[src/design/manycore_pkg.sv]
/*
  Shared sizes for the manycore tile array and host port,
  the host operation code and the virtual LED pattern
*/

package manycore_pkg;

  // ----------------------------------------
  // Tile array
  // ----------------------------------------
  localparam int num_tiles_lp       = 4;
  localparam int tile_id_width_lp   = 2;

  // Data memory inside each tile
  localparam int dmem_words_lp      = 256;
  localparam int dmem_addr_width_lp = 8;
  localparam int data_width_lp      = 32;

  // ----------------------------------------
  // Shell status
  // ----------------------------------------
  localparam int status_width_lp    = 16;

  // Shown on the virtual LEDs once out of reset
  localparam logic [status_width_lp-1:0] vled_pattern_lp = 16'hbeef;

  // ----------------------------------------
  // Host operations
  // ----------------------------------------
  // Only READ and ADD return a response to the host
  typedef enum logic [1:0] {
    MC_OP_WRITE = 2'd0,
    MC_OP_READ  = 2'd1,
    MC_OP_ADD   = 2'd2
  } mc_op_e;

endpackage

[src/design/status_regs.sv]
/*
  Shell status block
  Two-flop synchronizer for the virtual DIP switches and
  the virtual LED register
*/

module status_regs (
  input  logic                                     clk_main_a0,
  input  logic                                     rst_main_n_sync,

  input  logic [manycore_pkg::status_width_lp-1:0] vdip_i,
  output logic [manycore_pkg::status_width_lp-1:0] vdip_o,
  output logic [manycore_pkg::status_width_lp-1:0] vled_o
);

  import manycore_pkg::*;

  logic [status_width_lp-1:0] vdip_q;
  logic [status_width_lp-1:0] vdip_q2;
  logic [status_width_lp-1:0] vled_q;
  logic [status_width_lp-1:0] vled_out_q;

  // ----------------------------------------
  // DIP switch synchronizer
  // ----------------------------------------
  always_ff @(posedge clk_main_a0) begin
    if (!rst_main_n_sync) begin
      vdip_q  <= '0;
      vdip_q2 <= '0;
    end else begin
      vdip_q  <= vdip_i;
      vdip_q2 <= vdip_q;
    end
  end

  // ----------------------------------------
  // Virtual LEDs
  // ----------------------------------------
  // Pattern loads one cycle after release, output flop adds one more
  always_ff @(posedge clk_main_a0) begin
    if (!rst_main_n_sync) begin
      vled_q     <= '0;
      vled_out_q <= '0;
    end else begin
      vled_q     <= vled_pattern_lp;
      vled_out_q <= vled_q;
    end
  end

  assign vdip_o = vdip_q2;
  assign vled_o = vled_out_q;

endmodule

[config.mk]
export PLATFORM = sky130hd
export DESIGN_NAME = status_regs
export DESIGN_NICKNAME = d
export VERILOG_FILES = /design/src/design/manycore_pkg.sv /design/src/design/status_regs.sv
export SDC_FILE = /design/constraint.sdc
export NUM_CORES = 1
export LEC_CHECK = 0
export ABC_CLOCK_PERIOD_IN_PS = 850
export BUFFER_PORTS_ARGS = -buffer_cell sky130_fd_sc_hd__buf_4
export CAP_MARGIN = 20
export CORE_MARGIN = 2
export CORE_UTILIZATION = 44
export DETAILED_ROUTE_END_ITERATION = 16
export PLACE_DENSITY = 0.8
export SYNTH_ARGS = -nofsm -noshare
export SYNTH_HDL_FRONTEND = slang
export SYNTH_SLANG_ARGS = --single-unit
[constraint.sdc]
create_clock -name clk_main_a0 -period 0.85 [get_ports clk_main_a0]
set_input_delay 0 -clock clk_main_a0 [delete_from_list [all_inputs] [get_ports clk_main_a0]]
set_output_delay 0 -clock clk_main_a0 [all_outputs]
set_load 0.02 [all_outputs]
==> run metrics <==
status=finished with violations; failing checks=setup timing; Total GRT Usage=0.146; ANT nets after route=0; DRC=0; I/O pins=50; DPL Wire Length=998 µm; final max-slew violation count=0; Multi-input gate area=259 µm²; htree depth=2; Total Wirelength=1740 µm; clk sinks=34; global-route wire length before repair=2660 µm; Setup WS post-layout=-0.0450 ns; ys flop type=dfxtp_1; Slowest cell on crit path=dfxtp_4; 1st-iter DRT viols=1; top cell type's share of synthesized area=0.642; FF-to-FF End=vdip_o[0]; pwr dens=1840 nW/µm²; maximum vdd ir drop=0.00138 V; cts bufs inserted=5; Area Growth Syn to Fin=45.5%; Seq/Total Area, Yosys=0.642; max_cap viols=0; WP data required=0.85 ns; RSZ-0062 raised after global routing=true; setup TNS=-0.541 ns; worst slack, placed=0.117 ns; Final Setup Violations=13; Final Cycle Share=1.05; grt total ovfl=0; EDFF count, synth=0; PortBufs=46; Post-synth top cells=dfxtp_1, and2_2, buf_4, clkbuf_2, conb_1; Max clock buf depth=2; hold_sp=vdip_i[14]; Hold Path Sink=vdip_q[14]; hold path cells=3; WP buf/inv=1; vias per cell=4.04; most common cell in the netlist=dfxtp_1; post-layout util=0.684; async set or reset register ratio after synthesis=0; P_leak=0.742 nW; clk_lat worst skew=0.32 ns; number of synthesis warnings=0; Period minus WS final=0.895 ns; f_max=1.12 GHz; die area=2820 µm²; leading area contributor after synthesis=dfxtp_1; Chip Width=53.1 µm; R2R setup slack=0.25 ns; Die Y=53.1 µm; core area=2250 µm²; minimum hold slack=0.439 ns; Crit path max-delay family=flip-flops; hold crit path type=input port to flop; largest cells by area after synthesis=dfxtp_1, and2_2, buf_4; CP endpoint kind=output port; CP Max Fanout=13; final worst clock skew=0.00438 ns; Yosys reg bits=34; Distinct cells, synth=5; FF+latch area=684 µm²; # nets final=158; cell count after synthesis=86; Avg Inst Size Synth=12.3 µm²; final hold viol count=0; Worst setup SP type=flop; drt first pass iters=2; largest net degree at the start of global routing=35; Synth Cell Area=1060 µm²; root buffer selected by CTS=clkbuf_4; critical-path cell list=buf_4; # diodes=0; Initial Util=0.470; Worst-path clk slew=0.09 ns; routability congestion estimate=0.611; Core Rows=17; worst endpoint data arrival time=0.89 ns; Avg WL per Cell=10.3 µm; R2R Path Start=vdip_q[0]; share of layout cells above drive strength 1=0.621; Largest stage delay, worst path=0.42 ns; # fillers=173; CTS tree=built; via count=679; vias in the first global route=611; Worst R2R Path Depth=1; initial antenna violation count=0; kind of critical path=flop to output port
cell type report:
type / instances / share of cell area
clock buffer: 5 / 0.0244
timing repair buffer: 63 / 0.334
tap: 28 / 0.0227
clock inverter: 2 / 0.00649
multi-input combinational: 36 / 0.168
sequential: 34 / 0.444
routing by layer:
layer / global-route usage / share of wire / vias up
li1: - / - / 344
met3: 0.0960 / 0.11 / 4
met1: 0.132 / 0.35 / 292
met5: 0 / 0 / -
met2: 0.246 / 0.53 / 39
met4: 0.0769 / 0.014 / 0
how the worst max path moves through the flow:
stage	start	endpoint	slack [ns]	depth (start not counted)
global route	vled_o[13]	vled_o[6]	-0.11	1
finish	vled_o[13]	vled_o[6]	-0.04	1
CTS	vled_o[13]	vled_o[11]	-0.06	1
detailed placement	vled_o[13]	vled_o[11]	0.12	1
global placement	vled_o[13]	vled_o[10]	0.15	1
floorplan	vled_o[13]	vled_o[10]	0.03	1
what timing repair did:
item | CTS | global route
gates resized for setup | 2 | 0
setup endpoints to repair | 13 | 13
hold buffers | 17 | 0
gates cloned | 0 | 0
endpoints found under the hold margin | 17 | 0
buffers inserted | 0 | 0
placed cells by master (no fill, tap or decap):
master         synthesis  final
buf_4                 15     46
clkinv_2               0      2
dfxtp_1               34     33
dfxtp_4                0      1
dlygate4sd3_1          0     17
clkbuf_4               0      5
conb_1                 1      3
and2_2                33     33
kinds of logic after synthesis:
| group | synth area share |
|---|---|
| flops | 0.642 |
| simple gates | 0.234 |
| buf+inv | 0.120 |
| other cells | 0.00354 |
registers in the layout (all words and copies together) (netlist names):
signal and cells:
vdip_o 16, vled_q 1, vled_o 1, vdip_q 16
power by group:
part	switching [mW]	internal (mW)	leakage, nW
Clock	0.472	0.297	0.0308
Combinational	0.163	0.222	0.429
Sequential	0.0226	1.67	0.282
metrics by stage:
step                area, µm²  cells  total power [mW]
floorplan                1070     88              1.94
finish                   1540    168              2.84
detailed placement       1320    144              2.05
CTS                      1540    168              2.88
global route             1540    168              2.98
global placement         1320    144              2.04
(Power assumes the default switching activity.)
