<file path="src/design/manycore_pkg.sv">
/*
  Shared sizes for the manycore tile array and host port,
  the host operation code and the virtual LED pattern
*/

package manycore_pkg;

  // ----------------------------------------
  // Tile array
  // ----------------------------------------
  localparam int num_tiles_lp       = 4;
  localparam int tile_id_width_lp   = 2;

  // Data memory inside each tile
  localparam int dmem_words_lp      = 256;
  localparam int dmem_addr_width_lp = 8;
  localparam int data_width_lp      = 32;

  // ----------------------------------------
  // Shell status
  // ----------------------------------------
  localparam int status_width_lp    = 16;

  // Shown on the virtual LEDs once out of reset
  localparam logic [status_width_lp-1:0] vled_pattern_lp = 16'hbeef;

  // ----------------------------------------
  // Host operations
  // ----------------------------------------
  // Only READ and ADD return a response to the host
  typedef enum logic [1:0] {
    MC_OP_WRITE = 2'd0,
    MC_OP_READ  = 2'd1,
    MC_OP_ADD   = 2'd2
  } mc_op_e;

endpackage

</file>
<file path="src/design/resp_collector.sv">
/*
  Response collector
  Picks the single responding tile, muxes its word and
  registers the response fields for the host
*/

module resp_collector (
  input  logic                                       clk_main_a0,
  input  logic                                       rst_main_n_sync,

  input  logic [manycore_pkg::num_tiles_lp-1:0]      resp_v_i,
  input  logic [manycore_pkg::num_tiles_lp-1:0][manycore_pkg::data_width_lp-1:0] resp_data_i,

  output logic                                       host_resp_v_o,
  output logic [manycore_pkg::tile_id_width_lp-1:0]  host_resp_tile_o,
  output logic [manycore_pkg::data_width_lp-1:0]     host_resp_data_o
);

  import manycore_pkg::*;

  logic [tile_id_width_lp-1:0] sel_tile;
  logic [data_width_lp-1:0]    sel_data;

  // At most one bit set, tile latency is fixed
  always_comb begin
    sel_tile = '0;
    sel_data = '0;
    for (int i = 0; i < num_tiles_lp; i++) begin
      if (resp_v_i[i]) begin
        sel_tile = tile_id_width_lp'(i);
        sel_data = resp_data_i[i];
      end
    end
  end

  // ----------------------------------------
  // Host response register
  // ----------------------------------------
  always_ff @(posedge clk_main_a0) begin
    if (!rst_main_n_sync) begin
      host_resp_v_o <= 1'b0;
    end else begin
      host_resp_v_o <= |resp_v_i;
    end
  end

  always_ff @(posedge clk_main_a0) begin
    if (|resp_v_i) begin
      host_resp_tile_o <= sel_tile;
      host_resp_data_o <= sel_data;
    end
  end

endmodule

</file>
<file path="config.mk">
export PLATFORM = sky130hd
export DESIGN_NAME = resp_collector
export DESIGN_NICKNAME = d
export VERILOG_FILES = /design/src/design/manycore_pkg.sv /design/src/design/resp_collector.sv
export SDC_FILE = /design/constraint.sdc
export NUM_CORES = 1
export LEC_CHECK = 0
export BUFFER_PORTS_ARGS = -buffer_cell sky130_fd_sc_hd__buf_4
export CORE_MARGIN = 3
export CORE_UTILIZATION = 39
export CTS_CLUSTER_SIZE = 12
export DETAILED_ROUTE_END_ITERATION = 8
export PLACE_DENSITY = 0.92
export SLEW_MARGIN = 20
export SYNTH_ARGS = -nofsm -noshare
export SYNTH_HDL_FRONTEND = slang
export SYNTH_SLANG_ARGS = --single-unit
export TNS_END_PERCENT = 50
</file>
<file path="constraint.sdc">
create_clock -name clk_main_a0 -period 4.1 [get_ports clk_main_a0]
set_input_delay 0.82 -clock clk_main_a0 [delete_from_list [all_inputs] [get_ports clk_main_a0]]
set_output_delay 0.82 -clock clk_main_a0 [all_outputs]
set_load 0.02 [all_outputs]
</file>
==> impl_metrics.json <==
{
  "startpoint": "resp_v_i[1]",
  "htreeDepth": 2,
  "cp_max_fo": 35,
  "rsz0062_at_grt": "false",
  "cap_violations": 0,
  "grt_pass1_wl_um": 9440,
  "layout_common_cells": "buf_4 (170), edfxtp_1 (34), a221oi_1 (32), nor2_1 (32), o22ai_1 (31)",
  "crit_arrival_ns": 2.31,
  "syn-mean-instance-area_sq_um": 11.2,
  "antenna_cells": 0,
  "layout.nets": 451,
  "grt_max_degree": 36,
  "cts-hold-fix-buffers": 0,
  "viasPerCell": 5.73,
  "tns_ns": 0,
  "crit_slowest_cell": "nor2b_2",
  "cts_buffers": 5,
  "drc": 0,
  "routed_wl_um": 6690,
  "leakage_uw": 0.00141,
  "fp-row-count": 23,
  "max_freq_ghz": 0.457,
  "cp-start-kind": "primary input",
  "netSwitchingPower_uw": 265,
  "io_pins": 169,
  "setup_violations": 0,
  "fillCellCount": 322,
  "hp-class": "in2reg",
  "final_common_cell": "buf_4",
  "area_growth_syn_to_layout_pct": 75.8,
  "core_region_area_sq_um": 4200,
  "drt_first_pass_iters": 4,
  "relSlewSlack_pct": 28.0,
  "min_from": "rst_main_n_sync",
  "synth_cells": 158,
  "dp_hpwl_um": 4970,
  "vias": 2107,
  "min_period_over_period_pct": 53.4,
  "drt_iter0_markers": 138,
  "pwr-share-seq_pct": 46.2,
  "portBuffers": 168,
  "start_util_pct": 42.3,
  "cts-root-buf": "clkbuf_8",
  "tritoncts": "yes",
  "fin_crit_ns": 2.19,
  "netlist_area_sq_um": 1780,
  "grt-ovfl-total": 0,
  "crit_chain": "buf_4 -> nor2b_2 -> buf_4 -> a221oi_1 -> nor3_1",
  "timing.hold.ws_ns": 0.759,
  "synth.distinct_cells": 16,
  "clkPwrFrac_pct": 23.7,
  "crit_type": "in2reg",
  "clockBufferDepth": 2,
  "clk_pin_slew_ns": 0.07,
  "cpPeakStageDelay_ns": 0.61,
  "p_int_uw": 709,
  "critPathRequiredTime_ns": 4.22,
  "critPathMostFrequentCell": "buf_4",
  "vdd_drop_max_mv": 0.214,
  "drv_slew": 0,
  "synth_warnings": 0,
  "status": "completed",
  "post_cts_buffers": 0,
  "fp.dieH_um": 73.5,
  "hold_violations": 0,
  "drt-wirelength-per-cell_um": 18.2,
  "first_global_vias": 2076,
  "power_frac_comb_pct": 30.1,
  "cp-end-kind": "flop",
  "die_x_um": 73.5,
  "synth_nets": 292,
  "drive_gt1_share_pct": 56.3,
  "die-area_sq_um": 5400,
  "gp_routability_congestion": 0.797,
  "crit_buf_inv": 2,
  "ys_seq_area_share_pct": 58.6,
  "crit_family": "simple AND/OR/NAND/NOR gates",
  "clock_sinks": 35,
  "worstMarginPinSlew_ns": 1.08,
  "power.share.switching_pct": 27.2,
  "ant_nets": 0,
  "track_usage_pct": 22.9,
  "yosys_register_bits": 35,
  "antenna_found_initial": 0,
  "cts_resized": 0,
  "finalCoreUtilization_pct": 74.3,
  "cellPowerDensity_nw_per_um2": 312
}
## logic make-up after synthesis
family                 count (synthesis)  synth area share, %
and+or+nand+nor                       39                 9.65
AOI/OAI and AO/OA                     64                 27.0
DFF                                   35                 58.6
buffers and inverters                 20                 4.79
## worst paths after layout
path / endpoint / slack (ns) / depth (start not counted)
worst max-delay path: host_resp_data_o[30] / 1.91 / 5
worst min-delay path: host_resp_v_o / 0.76 / 2
## synth_stat cells, drive strengths merged
cell type / count / share of area, %
a221oi: 32 / 16
and2: 1 / 0.49
buf: 8 / 2.3
clkbuf: 10 / 2.1
dfxtp: 1 / 1.1
edfxtp: 34 / 57
inv: 2 / 0.42
nand2b: 1 / 0.35
nor2: 32 / 6.8
nor2b: 1 / 0.35
nor3: 1 / 0.28
nor3b: 1 / 0.42
o21ai: 1 / 0.28
o22ai: 31 / 11
or2: 1 / 0.35
or3: 1 / 0.63
## flip-flops by register name, indices dropped and copies added, names as in the netlist
name,cells
host_resp_data_o,32
host_resp_v_o,1
host_resp_tile_o,2
## power groups by stage
stage                     clock network, uW  logic [uW]  registers, uW
after floorplan                           0        64.5            510
after global placement                    0         286            456
after detailed placement                  0         294            458
after CTS                               237         294            450
after global routing                    254         311            453
final                                   231         293            450
## final cells by class
class / count / area (sq um) / share of cell area (%)
multi-input combinational: 103 / 656 / 21.0
timing repair buffer: 170 / 1280 / 40.9
sequential: 35 / 1040 / 33.3
clock buffer: 6 / 72.6 / 2.32
clock inverter: 2 / 7.51 / 0.240
tap: 50 / 62.6 / 2.00
inverter: 2 / 7.51 / 0.240
## per-stage QoR
step	total power [uW]	cell area (sq um)	instances	setup slack [ns]
after global placement	742	3040	360	1.67
final	975	3120	368	1.91
after floorplan	575	1780	158	2.12
after global routing	1020	3120	368	1.82
after CTS	981	3120	368	1.94
after detailed placement	751	3040	360	1.65
## routing by layer
metal / GRT usage, % / vias to the layer above / wire length (um)
li1: - / 973 / -
met1: 25.8 / 988 / 2380
met2: 40.7 / 128 / 3490
met3: 4.92 / 18 / 630
met4: 10.9 / 0 / 193
met5: 0 / - / 0
Power figures use the tool's default switching activity.
