**config.mk**
```make
export PLATFORM = sky130hd
export DESIGN_NAME = host_link
export DESIGN_NICKNAME = d
export VERILOG_FILES = /design/src/design/manycore_pkg.sv /design/src/design/host_link.sv
export SDC_FILE = /design/constraint.sdc
export NUM_CORES = 1
export LEC_CHECK = 0
export ABC_AREA = 1
export BUFFER_PORTS_ARGS = -buffer_cell sky130_fd_sc_hd__buf_2
export CORE_MARGIN = 8
export CORE_UTILIZATION = 30
export DETAILED_ROUTE_END_ITERATION = 10
export HOLD_SLACK_MARGIN = 0.15
export PLACE_DENSITY = 0.49
export SLEW_MARGIN = 10
export SYNTH_ARGS = -nofsm -noshare
export SYNTH_HDL_FRONTEND = slang
export SYNTH_SLANG_ARGS = --single-unit
```
**constraint.sdc**
```tcl
create_clock -name clk_main_a0 -period 2.9 [get_ports clk_main_a0]
set_input_delay 0 -clock clk_main_a0 [delete_from_list [all_inputs] [get_ports clk_main_a0]]
set_output_delay 0 -clock clk_main_a0 [all_outputs]
set_load 0.01 [all_outputs]
```
**src/design/manycore_pkg.sv**
```systemverilog
/*
  Shared sizes for the manycore tile array and host port,
  the host operation code and the virtual LED pattern
*/

package manycore_pkg;

  // ----------------------------------------
  // Tile array
  // ----------------------------------------
  localparam int num_tiles_lp       = 4;
  localparam int tile_id_width_lp   = 2;

  // Data memory inside each tile
  localparam int dmem_words_lp      = 256;
  localparam int dmem_addr_width_lp = 8;
  localparam int data_width_lp      = 32;

  // ----------------------------------------
  // Shell status
  // ----------------------------------------
  localparam int status_width_lp    = 16;

  // Shown on the virtual LEDs once out of reset
  localparam logic [status_width_lp-1:0] vled_pattern_lp = 16'hbeef;

  // ----------------------------------------
  // Host operations
  // ----------------------------------------
  // Only READ and ADD return a response to the host
  typedef enum logic [1:0] {
    MC_OP_WRITE = 2'd0,
    MC_OP_READ  = 2'd1,
    MC_OP_ADD   = 2'd2
  } mc_op_e;

endpackage

```
**src/design/host_link.sv**
```systemverilog
/*
  Host request feeder
  Registers each host request and steers it to a single tile
  through a one-hot strobe, with the fields shared by all tiles
*/

module host_link (
  input  logic                                     clk_main_a0,
  input  logic                                     rst_main_n_sync,

  // Host request strobe, no back-pressure
  input  logic                                     host_req_v_i,
  input  manycore_pkg::mc_op_e                     host_req_op_i,
  input  logic [manycore_pkg::tile_id_width_lp-1:0]   host_req_tile_i,
  input  logic [manycore_pkg::dmem_addr_width_lp-1:0] host_req_addr_i,
  input  logic [manycore_pkg::data_width_lp-1:0]      host_req_data_i,

  // Toward the tiles
  output logic [manycore_pkg::num_tiles_lp-1:0]       tile_v_o,
  output manycore_pkg::mc_op_e                     tile_op_o,
  output logic [manycore_pkg::dmem_addr_width_lp-1:0] tile_addr_o,
  output logic [manycore_pkg::data_width_lp-1:0]      tile_data_o
);

  import manycore_pkg::*;

  logic                          req_v_q;
  mc_op_e                        req_op_q;
  logic [tile_id_width_lp-1:0]   req_tile_q;
  logic [dmem_addr_width_lp-1:0] req_addr_q;
  logic [data_width_lp-1:0]      req_data_q;

  logic [num_tiles_lp-1:0]       tile_v_n;
  logic [num_tiles_lp-1:0]       tile_v_q;
  mc_op_e                        op_q;
  logic [dmem_addr_width_lp-1:0] addr_q;
  logic [data_width_lp-1:0]      data_q;

  // ----------------------------------------
  // Host request register
  // ----------------------------------------
  always_ff @(posedge clk_main_a0) begin
    if (!rst_main_n_sync) begin
      req_v_q <= 1'b0;
    end else begin
      req_v_q <= host_req_v_i;
    end
  end

  always_ff @(posedge clk_main_a0) begin
    if (host_req_v_i) begin
      req_op_q   <= host_req_op_i;
      req_tile_q <= host_req_tile_i;
      req_addr_q <= host_req_addr_i;
      req_data_q <= host_req_data_i;
    end
  end

  // ----------------------------------------
  // Tile select decode
  // ----------------------------------------
  always_comb begin
    tile_v_n = '0;
    tile_v_n[req_tile_q] = req_v_q;
  end

  // One-hot strobe register
  always_ff @(posedge clk_main_a0) begin
    if (!rst_main_n_sync) begin
      tile_v_q <= '0;
    end else begin
      tile_v_q <= tile_v_n;
    end
  end

  // Request fields, only meaningful under the strobe
  always_ff @(posedge clk_main_a0) begin
    if (req_v_q) begin
      op_q   <= req_op_q;
      addr_q <= req_addr_q;
      data_q <= req_data_q;
    end
  end

  // ----------------------------------------
  // Outputs
  // ----------------------------------------
  assign tile_v_o    = tile_v_q;
  assign tile_op_o   = op_q;
  assign tile_addr_o = addr_q;
  assign tile_data_o = data_q;

endmodule

```
==> impl_metrics.ini, run 1 <==
[power_and_ir_drop]
ir_drop_v = 0.000227
power.density_mw_per_mm2 = 667
leakagePower_nw = 1.56

[clock_tree]
insertion_delay_ns = 0.35
cts_sinks = 91
cts_buffer_depth = 2
cts_resized = 0
root_buffer = clkbuf_8
cts_max_level = 3
path_clk_slew_ns = 0.08
cts_tree = yes
numCtsBuffers = 9

[worst_hold_path]
hold_class = in2reg
hold_depth = 3

[grt]
grt.total_usage_pct = 8.74
grt_pass1_vias = 1564
grt_first_pass_wirelength_um = 8220
grt_start_max_net_pins = 46
grt_antenna_before_repair = 0
gr-total-overflow = 0

[die]
die_area_mm2 = 0.0124
initial_core_util_pct = 30.3
fp.dieW_um = 111
die_y_um = 111
rows = 35
fp.coreArea_mm2 = 0.00902
pin_count = 93

[timing]
finalCritPeriodShare_pct = 48.1
finalSetupViolations = 0
relSlewSlack_pct = 32.3
worst_pin_slew_ns = 1.02
max_freq_mhz = 717
tns_ns = 0
period_minus_slack_ns = 1.39
drv_slew = 0
fin_skew_ns = 0.0102
worst_slack_ns = 1.51
hold_violations = 0
rsz0062_at_grt = no

[place]
post-place-cells = 307
preCtsSetupSlack_ns = 1.49
dp_hpwl_um = 3360
gp_congestion = 0.671
portBuffers = 92

[finish]
area_growth_pct = 46.5
final_cell_count_no_fill = 368
antenna_cells = 0
nNetsFinal = 299
drive_above_1_share_pct = 42.8
utilization_pct = 44.4
fill_cells = 783

[routing]
viasPerCell = 3.91
routedWlPerCell_um = 14.6
drc = 0
first_pass_iters = 3
first_iter_violations = 87
drt-total-wl_um = 5390
final_antenna_net_count = 0
vias = 1440

[worst_setup_path]
worstSetupStartpointType = flip-flop
endpoint_kind = flip-flop
reg2reg_depth = 0
path_class = reg2reg
path_depth = 0
crit_fanout = 43
required_ns = 2.87
worstPathArrival_ns = 1.37

[logic_synthesis]
synth_area_mm2 = 0.00273
syn_area_per_cell_um2 = 26.3
synth_fa_ha_area_share_pct = 0
muxShareOfSynthArea_pct = 0
synth_commonest_cells = edfxtp_1 (86), dfxtp_1 (5), nand2_1 (5), nor2_1 (4), inv_1 (3)
synth_area_leaders = edfxtp_1 (94%), dfxtp_1 (3.7%), nand2_1 (0.69%)
synth_top_cell_area_share_pct = 94.5
synth_edf_count = 86
yosysMostFrequentCell = edfxtp_1
ys_ff_latch = 91
synth_compound_area_share_pct = 0
synth_top_area_cell = edfxtp_1
synth.distinct_cells = 6
post_synth_xor_area_fraction_pct = 0
synth_top_family_by_area = simple AND/OR/NAND/NOR gates
ys_dominant_reg_cell = edfxtp_1
syn-instance-count = 104
ys_seq_area_share_pct = 98.1
syn_nets = 151
yosysWarnings = 0
synthSimpleGateAreaFrac_pct = 1.46
ys_async_sr_fraction_pct = 0

[status]
status = completed

[job]
cap_violations = 0
==> power breakdown <==
part	internal [W]	switching, W
sequential	0.00155	0.0000346
clock	0.000489	0.000436
combinational	0.0000908	0.0000735
total	0.00213	0.000544
==> registers in the layout, indices dropped and copies added (netlist names), 2 cells and up <==
signal,count
req_data_q,32
tile_data_o,32
req_addr_q,8
tile_addr_o,8
tile_v_o,4
req_op_q,2
req_tile_q,2
tile_op_o,2
==> kinds of logic (layout without fill, tap and decap cells) <==
kind of cell           Yosys count  count (layout)
and+or+nand+nor                 10              10
buffers and inverters            3             156
DFF                             91              91
==> routing by layer <==
layer  GRT usage [%]  vias up  part of all wire, %
met5               0        -                    0
met4            3.47        0                  1.1
met3            4.84        7                  8.4
met2            14.0       54                   49
met1            9.44      684                   41
li1                -      695                    -
==> stage by stage <==
| stage | hold WS, ns | total power, W | cell area [um^2] |
|---|---|---|---|
| floorplan | 0.0935 | 0.00163 | 2730 |
| CTS | 0.335 | 0.00270 | 4010 |
| finish | 0.337 | 0.00267 | 4010 |
| global placement | 0.178 | 0.00173 | 3330 |
| detailed placement | 0.178 | 0.00173 | 3330 |
| global route | 0.336 | 0.00278 | 4010 |
==> path summary, 6_finish.rpt <==
kind              slack [ns]         endpoint            from
setup / recovery        1.51   tile_addr_o[0]         req_v_q
hold / removal          0.34          req_v_q    host_req_v_i
setup reg to reg        1.51   tile_addr_o[0]         req_v_q
hold reg to reg         0.41  tile_data_o[10]  req_data_q[10]
==> placed cells by master (no fill, tap or decap), types with 2 or more instances in the layout <==
master / netlist / layout
inv_6: 0 / 2
inv_1: 3 / 3
nand2_1: 5 / 5
nor2_1: 4 / 4
dfxtp_1: 5 / 4
edfxtp_1: 86 / 86
bufinv_16: 0 / 2
clkinvlp_4: 0 / 2
clkbuf_8: 0 / 9
buf_2: 0 / 92
dlygate4sd3_1: 0 / 45
==> repair_timing <==
item                                   in CTS  in global routing
endpoints found under the hold margin      49                  0
hold buffers                               45                  0
buffers inserted                            0                  0
==> area by class of cell <==
cell class                      count  area, um^2  share of cell area (%)
Sequential cell                    91        2680                    67.0
Timing Repair Buffer              137         911                    22.7
Tap cell                          111         139                    3.47
Clock buffer                        9         124                    3.09
Clock inverter                      7        97.6                    2.44
Multi-Input combinational cell     10        40.0                   0.999
Inverter                            3        11.3                   0.281
Note: power is estimated with default switching activity, not from simulation.
==> run 2: changes to the inputs <==
--- a/config.mk
+++ b/config.mk
@@ -11,7 +11,7 @@
 export CORE_UTILIZATION = 30
 export DETAILED_ROUTE_END_ITERATION = 10
 export HOLD_SLACK_MARGIN = 0.15
-export PLACE_DENSITY = 0.49
+export PLACE_DENSITY = 0.51
 export SLEW_MARGIN = 10
 export SYNTH_ARGS = -nofsm -noshare
 export SYNTH_HDL_FRONTEND = slang
==> constraint.sdc (replaced) <==
create_clock -name clk_main_a0 -period 1.2 [get_ports clk_main_a0]
set_input_delay 0 -clock clk_main_a0 [delete_from_list [all_inputs] [get_ports clk_main_a0]]
set_output_delay 0 -clock clk_main_a0 [all_outputs]
set_load 0.01 [all_outputs]
==> run 2 against run 1 <==
  * Worst hold slack worse by 0.18 ns
  * Total power grew 130%
  * Via count up 2.2%
  * Combinational power grew to 2.7 times the previous value
  * Global-route usage up 0.18 points
  * Non-clock buffer count is 4 higher
  * Clock power increased by 110%
  * Wire length up 1.9%
  * Clock skew barely moved
  * Count of clock-buffer cells in the layout stayed put
  * Critical path depth is 5 higher
  * Largest power group unchanged
==> impl_metrics.ini, run 2 (synthesized netlist as in run 1, its figures left out) <==
[grt]
grt_first_pass_wirelength_um = 8460
grt_antenna_before_repair = 0
grt_pass1_vias = 1605
gr-total-overflow = 0
grt.total_usage_pct = 8.93
grt_start_max_net_pins = 46

[finish]
mostFrequentLayoutCell = buf_2
area_growth_pct = 47.6
final_cell_count_no_fill = 371
antenna_cells = 0
fill_cells = 773
drive_above_1_share_pct = 42.7
nNetsFinal = 303
mostFrequentLayoutCells = buf_2 (92), edfxtp_1 (86), dlygate4sd3_1 (47), clkbuf_8 (9), nand2_1 (5)

[power_and_ir_drop]
switching_share_pct = 20.6
power.density_mw_per_mm2 = 1540
ir_drop_v = 0.000612
leakagePower_nw = 1.57
p_comb_share_pct = 7.2
power_frac_seq_pct = 61.1
switching_power_w = 0.00128
power_w = 0.00621
pwr-share-clk_pct = 31.6
p_int_w = 0.00493

[timing]
rsz0062_at_grt = no
finalSetupViolations = 0
finalCritPeriodShare_pct = 88.3
hold_violations = 0
period_minus_slack_ns = 1.06
fin_skew_ns = 0.00977
tns_ns = 0
worst_pin_slew_ns = 0.242
max_freq_mhz = 944
relSlewSlack_pct = 83.9
drv_slew = 0

[worst_hold_path]
hold_class = in2reg
hp-start = host_req_v_i

[die]
pin_count = 93
initial_core_util_pct = 30.3
die_y_um = 111
rows = 35
fp.dieW_um = 111
die_area_mm2 = 0.0124
fp.coreArea_mm2 = 0.00902

[worst_setup_path]
slowest_stage = dlygate4sd3_1
endpoint_kind = flip-flop
worstSetupStartpointType = primary input
rr_startpoint = req_v_q
crit_path_max_incr_delay_ns = 0.54
crit_fanout = 2
required_ns = 1.44
path_class = in2reg
cpMostUsedCell = dlygate4sd3_1
worstPathArrival_ns = 1.30
path_buf_inv = 4
cp-startpoint = rst_main_n_sync
crit_chain = dlygate4sd3_1 > buf_2 > nand2_1 > dlygate4sd3_1 > inv_1
crit_family = buffers and inverters

[clock_tree]
cts_setup_buffers = 0
path_clk_slew_ns = 0.09
cts_tree = yes
insertion_delay_ns = 0.35
cts_max_level = 3
root_buffer = clkbuf_8
numCtsBuffers = 9
cts_sinks = 91
cts_buffer_depth = 2

[job]
cap_violations = 0

[status]
status = completed

[routing]
final_antenna_net_count = 0
routedWlPerCell_um = 14.8
drc = 0
viasPerCell = 3.97
drt-total-wl_um = 5490
first_pass_iters = 4
vias = 1472
first_iter_violations = 29

[place]
post-place-cells = 309
portBuffers = 92
gp_congestion = 0.666
==> run 2: cell types whose count changed in the layout (fill, tap and decap cells not counted) <==
cell           delta
buf_12            +2
bufinv_16         -1
clkinvlp_4        +1
dlygate4sd3_1     +2
inv_6             -1
==> run 2: area by class of cell <==
cell class	instances	area, um^2	area share (%)
clock inverters	6	66.3	1.64
multi-input cells	10	40.0	0.992
clock buffers	9	124	3.07
repair buffers	141	971	24.1
flip-flops and latches	91	2680	66.5
inverters	3	11.3	0.279
well taps	111	139	3.44
==> run 2: layer usage <==
metal | global-route usage [%] | vias to the layer above | wire, um
met2 | 12.8 | 66 | 2590
met1 | 10.7 | 694 | 2380
met5 | 0 | - | 0
met3 | 3.98 | 9 | 439
met4 | 5.60 | 0 | 91
li1 | - | 703 | -
==> run 2: power by group through the flow <==
stage / Combinational (W) / Clock, W / Sequential [W]
after global placement: 0.000334 / 0 / 0.00386
final: 0.000450 / 0.00196 / 0.00379
after global routing: 0.000488 / 0.00218 / 0.00382
after CTS: 0.000455 / 0.00207 / 0.00380
after floorplan: 0.0000104 / 0 / 0.00394
after detailed placement: 0.000336 / 0 / 0.00387
==> run 2: path summary, 6_finish.rpt <==
| path | endpoint | slack [ns] | cells after the start |
|---|---|---|---|
| setup reg to reg | tile_op_o[1] | 0.26 | 1 |
| hold reg to reg | tile_addr_o[1] | 0.42 | 0 |
| setup / recovery | req_v_q | 0.14 | 5 |
| hold / removal | req_addr_q[0] | 0.15 | 2 |
==> run 2: metrics by stage <==
stage                     setup WS, ns  hold slack (ns)  utilization, %  cell area, um^2
final                            0.140            0.152            44.7             4040
after floorplan                 0.0306           0.0934               -             2740
after global placement           0.288            0.177            37.4             3370
after CTS                        0.191            0.131            44.6             4030
after global routing             0.136            0.140            44.7             4040
after detailed placement         0.273            0.178            37.4             3370
==> run 2: repair_timing <==
item                                   in CTS  in global routing
hold buffers                               46                  1
endpoints found under the hold margin      93                  4
resized for setup                           0                  0
